## config.mk

```make
export PLATFORM = sky130hd
export DESIGN_NAME = toy_correlator
export DESIGN_NICKNAME = d
export VERILOG_FILES = /design/src/source/corr_pkg.sv /design/src/source/baseline_correlator.sv /design/src/source/replay_sequencer.sv /design/src/source/sample_buffer.sv /design/src/source/slot_counter.sv /design/src/source/toy_correlator.sv /design/src/source/vis_accumulator.sv
export SDC_FILE = /design/constraint.sdc
export NUM_CORES = 1
export LEC_CHECK = 0
export BUFFER_PORTS_ARGS = -buffer_cell sky130_fd_sc_hd__buf_2
export CAP_MARGIN = 20
export CORE_MARGIN = 2
export CORE_UTILIZATION = 55
export CTS_BUF_LIST = sky130_fd_sc_hd__clkbuf_2
export DETAILED_ROUTE_END_ITERATION = 12
export HOLD_SLACK_MARGIN = 0.15
export PLACE_DENSITY_LB_ADDON = 0.05
export SETUP_SLACK_MARGIN = 0.2
export SLEW_MARGIN = 20
export SYNTH_ARGS = -nofsm -noshare
export SYNTH_HDL_FRONTEND = slang
export SYNTH_SLANG_ARGS = --single-unit
```

## constraint.sdc

```tcl
create_clock -name vis_clock -period 7.4 [get_ports vis_clock]
set_input_delay 0.74 -clock vis_clock [delete_from_list [all_inputs] [get_ports vis_clock]]
set_output_delay 0.74 -clock vis_clock [all_outputs]
set_load 0.05 [all_outputs]
```

## src/source/corr_pkg.sv

```systemverilog
package corr_pkg;

  // Array geometry
  localparam int num_ant      = 4;
  localparam int num_slots    = 8;   // 6 cross + 2 auto baselines
  localparam int slot_bits    = 3;
  localparam int block_len    = 15;  // Samples per partial sum
  localparam int sample_bits  = 4;
  localparam int frame_blocks = 4;   // Blocks per visibility frame
  localparam int frame_bits   = 2;

  // Accumulator widths
  localparam int psum_bits = 7;   // Holds +/-30
  localparam int acc_bits  = 32;

  // Antenna pair per slot, slot 0 in the low bits
  // Pairs are (0,1) (0,2) (0,3) (1,2) (1,3) (2,3) (0,0) (1,1)
  localparam logic [15:0] ant_a_tab = {2'd1, 2'd0, 2'd2, 2'd1, 2'd1, 2'd0, 2'd0, 2'd0};
  localparam logic [15:0] ant_b_tab = {2'd1, 2'd0, 2'd3, 2'd3, 2'd2, 2'd3, 2'd2, 2'd1};

  // One-bit I/Q signs of all antennas
  typedef struct packed {
    logic [num_ant-1:0] idata;
    logic [num_ant-1:0] qdata;
  } sample_t;

  // Replayed sample for one baseline slot
  typedef struct packed {
    logic                 valid;
    logic                 first;  // Sample 0 of the block
    logic                 last;   // Sample 14 of the block
    logic [slot_bits-1:0] slot;
    sample_t              sample;
  } tap_t;

  typedef struct packed {
    logic [slot_bits-1:0]        slot;
    logic signed [psum_bits-1:0] re;
    logic signed [psum_bits-1:0] im;
  } psum_t;

  typedef struct packed {
    logic [slot_bits-1:0]       slot;
    logic signed [acc_bits-1:0] re;
    logic signed [acc_bits-1:0] im;
  } vis_t;

  typedef enum logic [1:0] {
    seq_idle,
    seq_replay,
    seq_wait
  } seq_state_e;

endpackage

```

## src/source/baseline_correlator.sv

```systemverilog
`timescale 1ns/100ps
module baseline_correlator (
  input  logic              vis_clock,
  input  logic              vis_reset,
  input  corr_pkg::tap_t    tap_i,
  output corr_pkg::psum_t   psum_o,
  output logic              psum_valid_o
);
  import corr_pkg::*;

  logic signed [psum_bits-1:0] re_sum [num_slots];
  logic signed [psum_bits-1:0] im_sum [num_slots];

  logic [1:0]                  ant_a;
  logic [1:0]                  ant_b;
  logic                        ia;
  logic                        qa;
  logic                        ib;
  logic                        qb;
  logic signed [psum_bits-1:0] re_term;
  logic signed [psum_bits-1:0] im_term;
  logic signed [psum_bits-1:0] re_acc;
  logic signed [psum_bits-1:0] im_acc;

  // Sign bit to +1 / -1
  function automatic logic signed [psum_bits-1:0] pm(input logic b);
    return b ? psum_bits'(1) : psum_bits'(-1);
  endfunction

  // Baseline lookup, two bits per slot
  assign ant_a = ant_a_tab[{tap_i.slot, 1'b0} +: 2];
  assign ant_b = ant_b_tab[{tap_i.slot, 1'b0} +: 2];

  assign ia = tap_i.sample.idata[ant_a];
  assign qa = tap_i.sample.qdata[ant_a];
  assign ib = tap_i.sample.idata[ant_b];
  assign qb = tap_i.sample.qdata[ant_b];

  // a * conj(b)
  assign re_term = pm(ia ~^ ib) + pm(qa ~^ qb);
  assign im_term = pm(qa ~^ ib) - pm(ia ~^ qb);

  // First tap of a block restarts the sum
  assign re_acc = tap_i.first ? re_term : re_sum[tap_i.slot] + re_term;
  assign im_acc = tap_i.first ? im_term : im_sum[tap_i.slot] + im_term;

  always_ff @(posedge vis_clock) begin
    if (tap_i.valid) begin
      re_sum[tap_i.slot] <= re_acc;
      im_sum[tap_i.slot] <= im_acc;
    end
    if (tap_i.valid && tap_i.last) begin
      psum_o.slot <= tap_i.slot;
      psum_o.re   <= re_acc;
      psum_o.im   <= im_acc;
    end
  end

  always_ff @(posedge vis_clock) begin
    if (vis_reset) begin
      psum_valid_o <= 1'b0;
    end else begin
      psum_valid_o <= tap_i.valid && tap_i.last;
    end
  end

endmodule

```

## src/source/replay_sequencer.sv

```systemverilog
`timescale 1ns/100ps
module replay_sequencer (
  input  logic vis_clock,
  input  logic vis_reset,
  input  logic bank_ready_i,
  input  logic block_last_i,
  output logic cnt_run_o,
  output logic busy_o,
  output logic start_o,
  output logic frame_o
);
  import corr_pkg::*;

  seq_state_e state;
  seq_state_e state_nxt;
  logic       accept;

  // A new bank is only taken while idle
  assign accept = (state == seq_idle) && bank_ready_i;

  always_comb begin
    state_nxt = state;
    case (state)
      seq_idle: begin
        if (bank_ready_i) begin
          state_nxt = seq_replay;
        end
      end
      seq_replay: begin
        if (block_last_i) begin
          state_nxt = seq_wait;  // 120 counter steps done
        end
      end
      seq_wait: begin
        state_nxt = seq_idle;    // Last tap drains here
      end
      default: begin
        state_nxt = seq_idle;
      end
    endcase
  end

  always_ff @(posedge vis_clock) begin
    if (vis_reset) begin
      state   <= seq_idle;
      start_o <= 1'b0;
      frame_o <= 1'b0;
    end else begin
      state   <= state_nxt;
      start_o <= accept && !frame_o;  // Only the first replay after reset
      if (accept) begin
        frame_o <= 1'b1;
      end
    end
  end

  assign cnt_run_o = (state == seq_replay);
  // Any block completing now could not be accepted next cycle
  assign busy_o    = (state == seq_replay);

endmodule

```

## src/source/sample_buffer.sv

```systemverilog
`timescale 1ns/100ps
module sample_buffer (
  input  logic                             vis_clock,
  input  logic                             vis_reset,
  input  logic                             sig_valid_i,
  input  corr_pkg::sample_t                sig_i,
  input  logic                             busy_i,
  input  logic [corr_pkg::slot_bits-1:0]   slot_i,
  input  logic [corr_pkg::sample_bits-1:0] sample_idx_i,
  input  logic                             first_i,
  input  logic                             last_i,
  input  logic                             run_i,
  output logic                             bank_ready_o,
  output logic                             overrun_o,
  output corr_pkg::tap_t                   tap_o
);
  import corr_pkg::*;

  sample_t                mem [0:1][0:block_len-1];
  logic [sample_bits-1:0] wr_ptr;
  logic                   wr_bank;
  logic                   rd_bank;
  logic                   wr_wrap;

  assign rd_bank = ~wr_bank;  // Replay always uses the idle bank
  assign wr_wrap = sig_valid_i && (wr_ptr == sample_bits'(block_len - 1));

  always_ff @(posedge vis_clock) begin
    if (sig_valid_i) begin
      mem[wr_bank][wr_ptr] <= sig_i;
    end
  end

  always_ff @(posedge vis_clock) begin
    if (vis_reset) begin
      wr_ptr       <= '0;
      wr_bank      <= 1'b0;
      bank_ready_o <= 1'b0;
      overrun_o    <= 1'b0;
    end else begin
      bank_ready_o <= wr_wrap;
      if (sig_valid_i) begin
        wr_ptr <= wr_wrap ? '0 : wr_ptr + 1'b1;
      end
      // A block that completes during a replay is overwritten in place
      if (wr_wrap) begin
        if (busy_i) begin
          overrun_o <= 1'b1;  // Sticky
        end else begin
          wr_bank <= ~wr_bank;
        end
      end
    end
  end

  // Read port, one cycle behind the slot counter
  always_ff @(posedge vis_clock) begin
    tap_o.first  <= first_i;
    tap_o.last   <= last_i;
    tap_o.slot   <= slot_i;
    tap_o.sample <= mem[rd_bank][sample_idx_i];
    if (vis_reset) begin
      tap_o.valid <= 1'b0;
    end else begin
      tap_o.valid <= run_i;
    end
  end

endmodule

```

## src/source/slot_counter.sv

```systemverilog
`timescale 1ns/100ps
module slot_counter (
  input  logic                             vis_clock,
  input  logic                             vis_reset,
  input  logic                             run_i,
  output logic [corr_pkg::slot_bits-1:0]   slot_o,
  output logic [corr_pkg::sample_bits-1:0] sample_idx_o,
  output logic                             first_o,
  output logic                             last_o,
  output logic                             block_last_o
);
  import corr_pkg::*;

  logic slot_wrap;

  assign slot_wrap = (slot_o == slot_bits'(num_slots - 1));

  // Slot is the fast index, sample the slow one
  always_ff @(posedge vis_clock) begin
    if (vis_reset || !run_i) begin
      slot_o       <= '0;
      sample_idx_o <= '0;
    end else if (slot_wrap) begin
      slot_o       <= '0;
      sample_idx_o <= last_o ? '0 : sample_idx_o + 1'b1;
    end else begin
      slot_o <= slot_o + 1'b1;
    end
  end

  assign first_o      = (sample_idx_o == '0);
  assign last_o       = (sample_idx_o == sample_bits'(block_len - 1));
  assign block_last_o = last_o && slot_wrap;  // Final tap of the replay

endmodule

```

## src/source/toy_correlator.sv

```systemverilog
`timescale 1ns/100ps
module toy_correlator (
  input  logic              vis_clock,
  input  logic              vis_reset,
  input  logic              sig_valid_i,
  input  corr_pkg::sample_t sig_i,
  output logic              vis_start_o,
  output logic              vis_frame_o,
  output logic              vis_valid_o,
  output logic              vis_last_o,
  output logic              overrun_o,
  output corr_pkg::vis_t    vis_o
);
  import corr_pkg::*;

  logic                   bank_ready;
  logic                   busy;
  logic                   cnt_run;
  logic                   block_last;
  logic [slot_bits-1:0]   slot;
  logic [sample_bits-1:0] sample_idx;
  logic                   slot_first;
  logic                   slot_last;
  tap_t                   tap;
  psum_t                  psum;
  logic                   psum_valid;

  sample_buffer u_buffer (
    .vis_clock   (vis_clock),
    .vis_reset   (vis_reset),
    .sig_valid_i (sig_valid_i),
    .sig_i       (sig_i),
    .busy_i      (busy),
    .slot_i      (slot),
    .sample_idx_i(sample_idx),
    .first_i     (slot_first),
    .last_i      (slot_last),
    .run_i       (cnt_run),
    .bank_ready_o(bank_ready),
    .overrun_o   (overrun_o),
    .tap_o       (tap)
  );

  replay_sequencer u_seq (
    .vis_clock   (vis_clock),
    .vis_reset   (vis_reset),
    .bank_ready_i(bank_ready),
    .block_last_i(block_last),
    .cnt_run_o   (cnt_run),
    .busy_o      (busy),
    .start_o     (vis_start_o),
    .frame_o     (vis_frame_o)
  );

  slot_counter u_count (
    .vis_clock   (vis_clock),
    .vis_reset   (vis_reset),
    .run_i       (cnt_run),
    .slot_o      (slot),
    .sample_idx_o(sample_idx),
    .first_o     (slot_first),
    .last_o      (slot_last),
    .block_last_o(block_last)
  );

  baseline_correlator u_corr (
    .vis_clock   (vis_clock),
    .vis_reset   (vis_reset),
    .tap_i       (tap),
    .psum_o      (psum),
    .psum_valid_o(psum_valid)
  );

  vis_accumulator u_accum (
    .vis_clock   (vis_clock),
    .vis_reset   (vis_reset),
    .psum_i      (psum),
    .psum_valid_i(psum_valid),
    .vis_o       (vis_o),
    .vis_valid_o (vis_valid_o),
    .vis_last_o  (vis_last_o)
  );

endmodule

```

## src/source/vis_accumulator.sv

```systemverilog
`timescale 1ns/100ps
module vis_accumulator (
  input  logic             vis_clock,
  input  logic             vis_reset,
  input  corr_pkg::psum_t  psum_i,
  input  logic             psum_valid_i,
  output corr_pkg::vis_t   vis_o,
  output logic             vis_valid_o,
  output logic             vis_last_o
);
  import corr_pkg::*;

  logic signed [acc_bits-1:0] acc_re [num_slots];
  logic signed [acc_bits-1:0] acc_im [num_slots];

  logic [frame_bits-1:0]      blk;        // Block within the frame
  logic                       blk_first;
  logic                       blk_last;
  logic                       slot_last;
  logic signed [acc_bits-1:0] re_ext;
  logic signed [acc_bits-1:0] im_ext;
  logic signed [acc_bits-1:0] re_new;
  logic signed [acc_bits-1:0] im_new;

  assign blk_first = (blk == '0);
  assign blk_last  = (blk == frame_bits'(frame_blocks - 1));
  assign slot_last = (psum_i.slot == slot_bits'(num_slots - 1));

  // Sign extension of the partial sums
  assign re_ext = {{(acc_bits - psum_bits){psum_i.re[psum_bits-1]}}, psum_i.re};
  assign im_ext = {{(acc_bits - psum_bits){psum_i.im[psum_bits-1]}}, psum_i.im};

  assign re_new = blk_first ? re_ext : acc_re[psum_i.slot] + re_ext;
  assign im_new = blk_first ? im_ext : acc_im[psum_i.slot] + im_ext;

  always_ff @(posedge vis_clock) begin
    if (psum_valid_i) begin
      acc_re[psum_i.slot] <= re_new;
      acc_im[psum_i.slot] <= im_new;
    end
    if (psum_valid_i && blk_last) begin
      vis_o.slot <= psum_i.slot;
      vis_o.re   <= re_new;
      vis_o.im   <= im_new;
    end
  end

  always_ff @(posedge vis_clock) begin
    if (vis_reset) begin
      blk         <= '0;
      vis_valid_o <= 1'b0;
      vis_last_o  <= 1'b0;
    end else begin
      vis_valid_o <= psum_valid_i && blk_last;
      vis_last_o  <= psum_valid_i && blk_last && slot_last;
      if (psum_valid_i && slot_last) begin
        blk <= blk_last ? '0 : blk + 1'b1;  // Next block after slot 7
      end
    end
  end

endmodule

```

==> results of run 1 <==
[layout make-up]
class	count	area, sq um
Sequential cell	988	29300
Clock buffer	334	1670
Fill cell	5564	28500
Antenna cell	2	5.00
Timing Repair Buffer	125	811
Multi-Input combinational cell	1097	11200
Inverter	39	149
Tap cell	959	1200
Clock inverter	96	579
[layout by cell type (no fill, tap or decap), types with 13 or more instances in the layout]
master / instances
inv_1: 37
dfxtp_1: 33
buf_2: 82
a21oi_1: 76
o21ai_1: 18
mux2_2: 72
o21ai_0: 85
clkinv_1: 70
a21o_1: 36
edfxtp_1: 948
ha_1: 86
mux4_2: 206
buf_4: 25
dlygate4sd3_1: 14
nor2_1: 80
clkbuf_2: 335
xor2_1: 39
o21bai_1: 13
xnor2_1: 35
o211ai_1: 20
mux2i_1: 50
nand2_1: 106
nand2b_1: 14
[cells by family (layout without fill, tap and decap cells)]
kind of cell,count (synthesis),after routing,share of synthesized area
flops,988,988,0.716
mux,328,328,0.146
compound gates,322,322,0.0503
simple gates,282,282,0.0308
buf+inv,136,594,0.0130
fa+ha+maj,91,91,0.0286
xor+xnor,74,74,0.0159
other cells,0,2,0
[worst min-delay path by stage]
stage                                end               from  slack, ps
finish                 u_buffer.tap_o[9]  u_count.slot_o[1]        370
global route        u_buffer.mem[0][119]           sig_i[7]        250
CTS                  u_buffer.mem[1][85]           sig_i[5]        170
detailed placement     u_buffer.tap_o[9]  u_count.slot_o[1]        340
global placement      u_buffer.tap_o[10]  u_count.slot_o[2]        340
floorplan              u_buffer.tap_o[9]  u_count.slot_o[1]        330
[power by group through the flow]
stage | sequential (W) | combinational (W) | clock [W]
floorplan | 0.00618 | 0.00000965 | 0
global placement | 0.00618 | 0.0000364 | 0
detailed placement | 0.00618 | 0.0000382 | 0
CTS | 0.00606 | 0.0000448 | 0.00369
global route | 0.00606 | 0.0000486 | 0.00396
finish | 0.00606 | 0.0000445 | 0.00357
[flip-flops by register name, indices dropped and copies added (netlist names), 2 cells and up, named ones only]
| signal | cells |
|---|---|
| u_buffer.tap_o | 14 |
| u_accum.vis_o | 67 |
| u_corr.im_sum | 56 |
| u_buffer.wr_ptr | 4 |
| u_accum.acc_re | 256 |
| u_count.sample_idx_o | 4 |
| u_count.slot_o | 3 |
| u_accum.blk | 2 |
| u_accum.acc_im | 256 |
| u_corr.re_sum | 56 |
| u_buffer.mem | 240 |
| u_corr.psum_o | 17 |
| u_seq.state | 2 |
[timing repair]
item / CTS / global route
hold buffers: 14 / 0
endpoints found under the hold margin: 486 / 0
setup endpoints to repair: 0 / 0
[per-layer routing]
| metal | vias up | global-route usage |
|---|---|---|
| met3 | 102 | 0.0453 |
| met5 | - | 0 |
| met1 | 10949 | 0.304 |
| met2 | 565 | 0.374 |
| li1 | 9671 | - |
| met4 | 0 | 0.0792 |
[stage by stage]
stage	util	hold slack, ps	power, W	instances
finish	0.612	366	0.00967	3640
detailed placement	0.579	345	0.00622	3192
floorplan	-	334	0.00619	2221
CTS	0.611	168	0.00979	3636
global route	0.612	254	0.0101	3639
global placement	0.579	344	0.00622	3192
==> run metrics, run 1 <==
Max-cap violations 0; cell area after layout 0.0449 sq mm; Final min period 5520 ps; register area share after synthesis 0.716; unrepaired setup endpoints after global routing false; # IOs 83; Worst Hold Class reg -> reg; total grt overflow 0; Final setup viols 0; gr usage total 0.226; port bufs 82; first-pass GRT wire length 130 mm; endpoints failing hold 0; Final ANT Viol Nets 0; kind of critical path reg -> reg; CTS Buffer Depth 3; area share of the leading cell type in the synthesized netlist 0.696; slew at the pin closest to its max-slew limit 1090 ps; CP cell instances buf_4 -> mux4_2 -> mux2_2 -> ha_1 -> a21o_1 -> a31o_2 -> a221oi_2 -> o21ai_0 -> a221oi_1 -> o21ai_0 -> a21oi_1 -> xor2_1 -> o21ai_0; Slew headroom 0.265; leading area contributor after synthesis edfxtp_1; share of layout cells above drive strength 1 0.295; Yosys Warn Count 0; RR Endpoint u_accum.acc_re[1][28]; hold depth 0; initial antenna violation count 4; synthesized instance count 2,221; routed length on met3 4.28 mm; Setup crit end u_accum.acc_re[1][28]; Starting Density 0.558; vias in the first global route 22,427; P_int 0.00752 W; Worst setup EP type flop; Slowest-stage cell, CP dfxtp_4; ys flop type edfxtp_1; Pleak 14.9 nW; EDFF count, synth 948; fin nets 2,587; asr flop ratio synth 0; crit share post-route 0.745; drt first pass iters 5; Clock Latency Late Sink 1440 ps; clk sinks 988; Post-CTS Resized 0; synth cell count leaders 948 x edfxtp_1, 206 x mux4_2, 106 x nand2_1; Max H-tree Level 4; Startpoint Class flop; Setup Fix Bufs, Post-CTS 0; Clock power frac 0.369; combinational share of power 0.005; Die Area 0.0765 sq mm; P per Cell Area 215 mW/mm^2; final setup margin 1880 ps; # DRC 0; Clock Skews 131 ps; CTS root buf clkbuf_2; NetSw 0.00215 W; crit-path max FO 31; core area 0.0733 sq mm; CTS tree yes; Required @ worst endpoint 8400 ps; syn avg cell area 18.4 sq um; worst-case vdd ir drop 0.000154 V; Avg Vias per Cell 5.85; post-synthesis cell area 0.0409 sq mm; final wirelength 85.1 mm; status finished clean; Synth Register Bits 988; final RePlAce weighted congestion 0.825; Std-Cell Rows 99; Buf/Inv on CP 1; critical path depth 13; clock-pin slew on the worst setup and hold paths 110 ps; pre-CTS setup slack 1870 ps; CP arrival 6520 ps; final max-slew violation count 0; TritonCTS buffer count 234; Met2 Routed Length 42.6 mm; Max Freq 181 MHz; Detailed Place HPWL 48.4 mm; syn_nets 2,323; R2R depth 13; top post-synthesis cells by area edfxtp_1 70%, mux4_2 11%, ha_1 2.7%; delay-heaviest family, CP compound AO/OA/AOI/OAI gates; vias 21,287; dpl cell area 0.0424 sq mm; final setup TNS 0 ps; worst reg2reg setup slack 1880 ps; area grow syn2layout 9.76%; die height 277 um; 1st-iter DRT viols 1,655; wl on met1 36.7 mm; largest net degree at the start of global routing 64; slowest cell delay on critical path 780 ps; dominant cell by count in the synthesized netlist edfxtp_1; CP most frequent cell o21ai_0; routed len/inst 23.4 um; Yosys cell types 70; highest routed layer met4; Seq pwr share 0.626; die width 277 um; sw frac 0.222
Power figures use the tool's default switching activity.
==> inputs of run 2 (changes only) <==
- clock period: 7.4 -> 4.7 ns (I/O delays scaled with it)
==> run metrics, run 2 (synthesis gave the netlist of run 1 again) <==
Final ANT Viol Nets 0; port bufs 82; final setup margin 347 ps; slowest cell delay on critical path 510 ps; Final min period 4350 ps; vias in the first global route 22,872; Starting Density 0.558; Worst setup EP type flop; NetSw 0.00338 W; Largest regs u_accum.acc_im x256, u_accum.acc_re x256, u_buffer.mem x240; Clock Skews 82.1 ps; # IOs 83; area of the multi-input gates 0.0113 sq mm; Clock power frac 0.357; Avg Vias per Cell 5.81; Slowest-stage cell, CP mux4_2; drt first pass iters 5; most common cell after layout, fill and taps aside edfxtp_1; gr usage total 0.230; P_int 0.0116 W; combinational share of power 0.005; crit share post-route 0.926; cell area after layout 0.0457 sq mm; Slew headroom 0.256; status finished clean; initial antenna violation count 1; endpoints failing hold 0; sw frac 0.226; dpl cell area 0.0431 sq mm; final wirelength 87.0 mm; die width 277 um; unrepaired setup endpoints after global routing true; met3 track demand over resource 0.0444; CTS root buf clkbuf_2; clk sinks 988; clock-pin slew on the worst setup and hold paths 110 ps; Max-cap violations 0; final RePlAce weighted congestion 0.842; Max Freq 230 MHz; Max H-tree Level 4; Filler Cell Count 5,472; core area 0.0733 sq mm; register area 0.0293 sq mm; slew at the pin closest to its max-slew limit 1100 ps; Required @ worst endpoint 5730 ps; fin nets 2,662; P per Cell Area 327 mW/mm^2; GR Layer Usage met1 0.313; vias 21,579; die height 277 um; Seq pwr share 0.638; Final setup viols 0; area grow syn2layout 11.8%; routed len/inst 23.4 um; Die Area 0.0765 sq mm; CTS tree yes; largest net degree at the start of global routing 65; # DRC 0; highest-count cells in the layout ignoring fill and taps 948 x edfxtp_1, 334 x clkbuf_2, 206 x mux4_2; Clock Latency Late Sink 1380 ps; share of layout cells above drive strength 1 0.321; CP arrival 5390 ps; Startpoint Class flop; final max-slew violation count 0; worst-case vdd ir drop 0.000242 V; Std-Cell Rows 99; final setup TNS 0 ps; first-pass GRT wire length 133 mm; Pleak 15.3 nW; CP cell instances buf_6 -> buf_8 -> mux4_2 -> mux2_2 -> ha_1 -> o21a_1 -> o2111ai_4 -> o221ai_2 -> a2111o_1 -> a41o_1 -> a221o_1 -> a21oi_2 -> xor2_2 -> o21ai_4; TritonCTS buffer count 233; Worst Hold Class in -> reg; Detailed Place HPWL 51.1 mm; pre-CTS setup slack 120 ps; M2 GR Usage 0.377; GRT Max-Usage Layer met2; CTS Buffer Depth 3; 1st-iter DRT viols 1,365; kind of critical path reg -> reg; total grt overflow 0; crit-path max FO 9
==> run 2: cell types whose count changed in the layout (fill, tap and decap cells not counted), sizes merged <==
cell         change
dlygate4sd3      +5
bufinv           -5
buf             +70
inv              -3
clkbuf           +1
clkinv           +4
clkinvlp         +3
==> run 2: final timing paths <==
check,from,end,slack (ps),depth (start not counted)
min reg2reg,u_count.slot_o[2],u_buffer.tap_o[10],380,0
max,flop,u_accum.acc_im[4][20],350,14
max reg2reg,flop,u_accum.acc_im[4][20],350,14
min,sig_i[5],u_buffer.mem[1][69],260,3
==> run 2: area by class of cell <==
cell class	count	area share
Clock inverter	95	0.00969
Tap cell	959	0.0262
Multi-Input combinational cell	1097	0.248
Inverter	39	0.00326
Antenna cell	2	0.000109
Timing Repair Buffer	201	0.0354
Sequential cell	988	0.641
Clock buffer	334	0.0366
==> run 2: power groups by stage <==
stage                     Sequential [W]  Combinational (W)  Clock, W
after global routing             0.00954          0.0000863   0.00597
final                            0.00953          0.0000792   0.00533
after detailed placement         0.00973          0.0000595         0
after global placement           0.00973          0.0000562         0
after floorplan                  0.00974          0.0000152         0
after CTS                        0.00953          0.0000807   0.00553
==> run 2: metrics by stage <==
stage,hold WS [ps],util,cells,power (W)
floorplan,334,-,2221,0.00975
global placement,342,0.587,3253,0.00979
detailed placement,355,0.587,3253,0.00979
CTS,170,0.620,3706,0.0151
global route,151,0.623,3714,0.0156
finish,257,0.623,3715,0.0149
==> run 2: repair_timing <==
| action | CTS | global route |
|---|---|---|
| endpoints found under the hold margin | 504 | 0 |
| endpoints found under the setup margin | 109 | 320 |
| buffers inserted | 0 | 5 |
| resized for setup | 13 | 46 |
| hold buffers | 24 | 0 |
| pin swaps | 0 | 7 |
| cloned | 0 | 2 |
==> run 2: critical path: cells and delay by family (launching register included) <==
kind | cells | cell delay, ps
xor+xnor | 1 | 190
flops | 1 | 450
buf+inv | 2 | 330
fa+ha+maj | 1 | 330
compound gates | 8 | 1970
mux | 2 | 800
==> run 2: metal layers <==
| layer | vias up | wire, um |
|---|---|---|
| met5 | - | 0 |
| met4 | 0 | 1710 |
| met3 | 146 | 3820 |
| met2 | 565 | 43300 |
| met1 | 11054 | 38200 |
| li1 | 9814 | - |
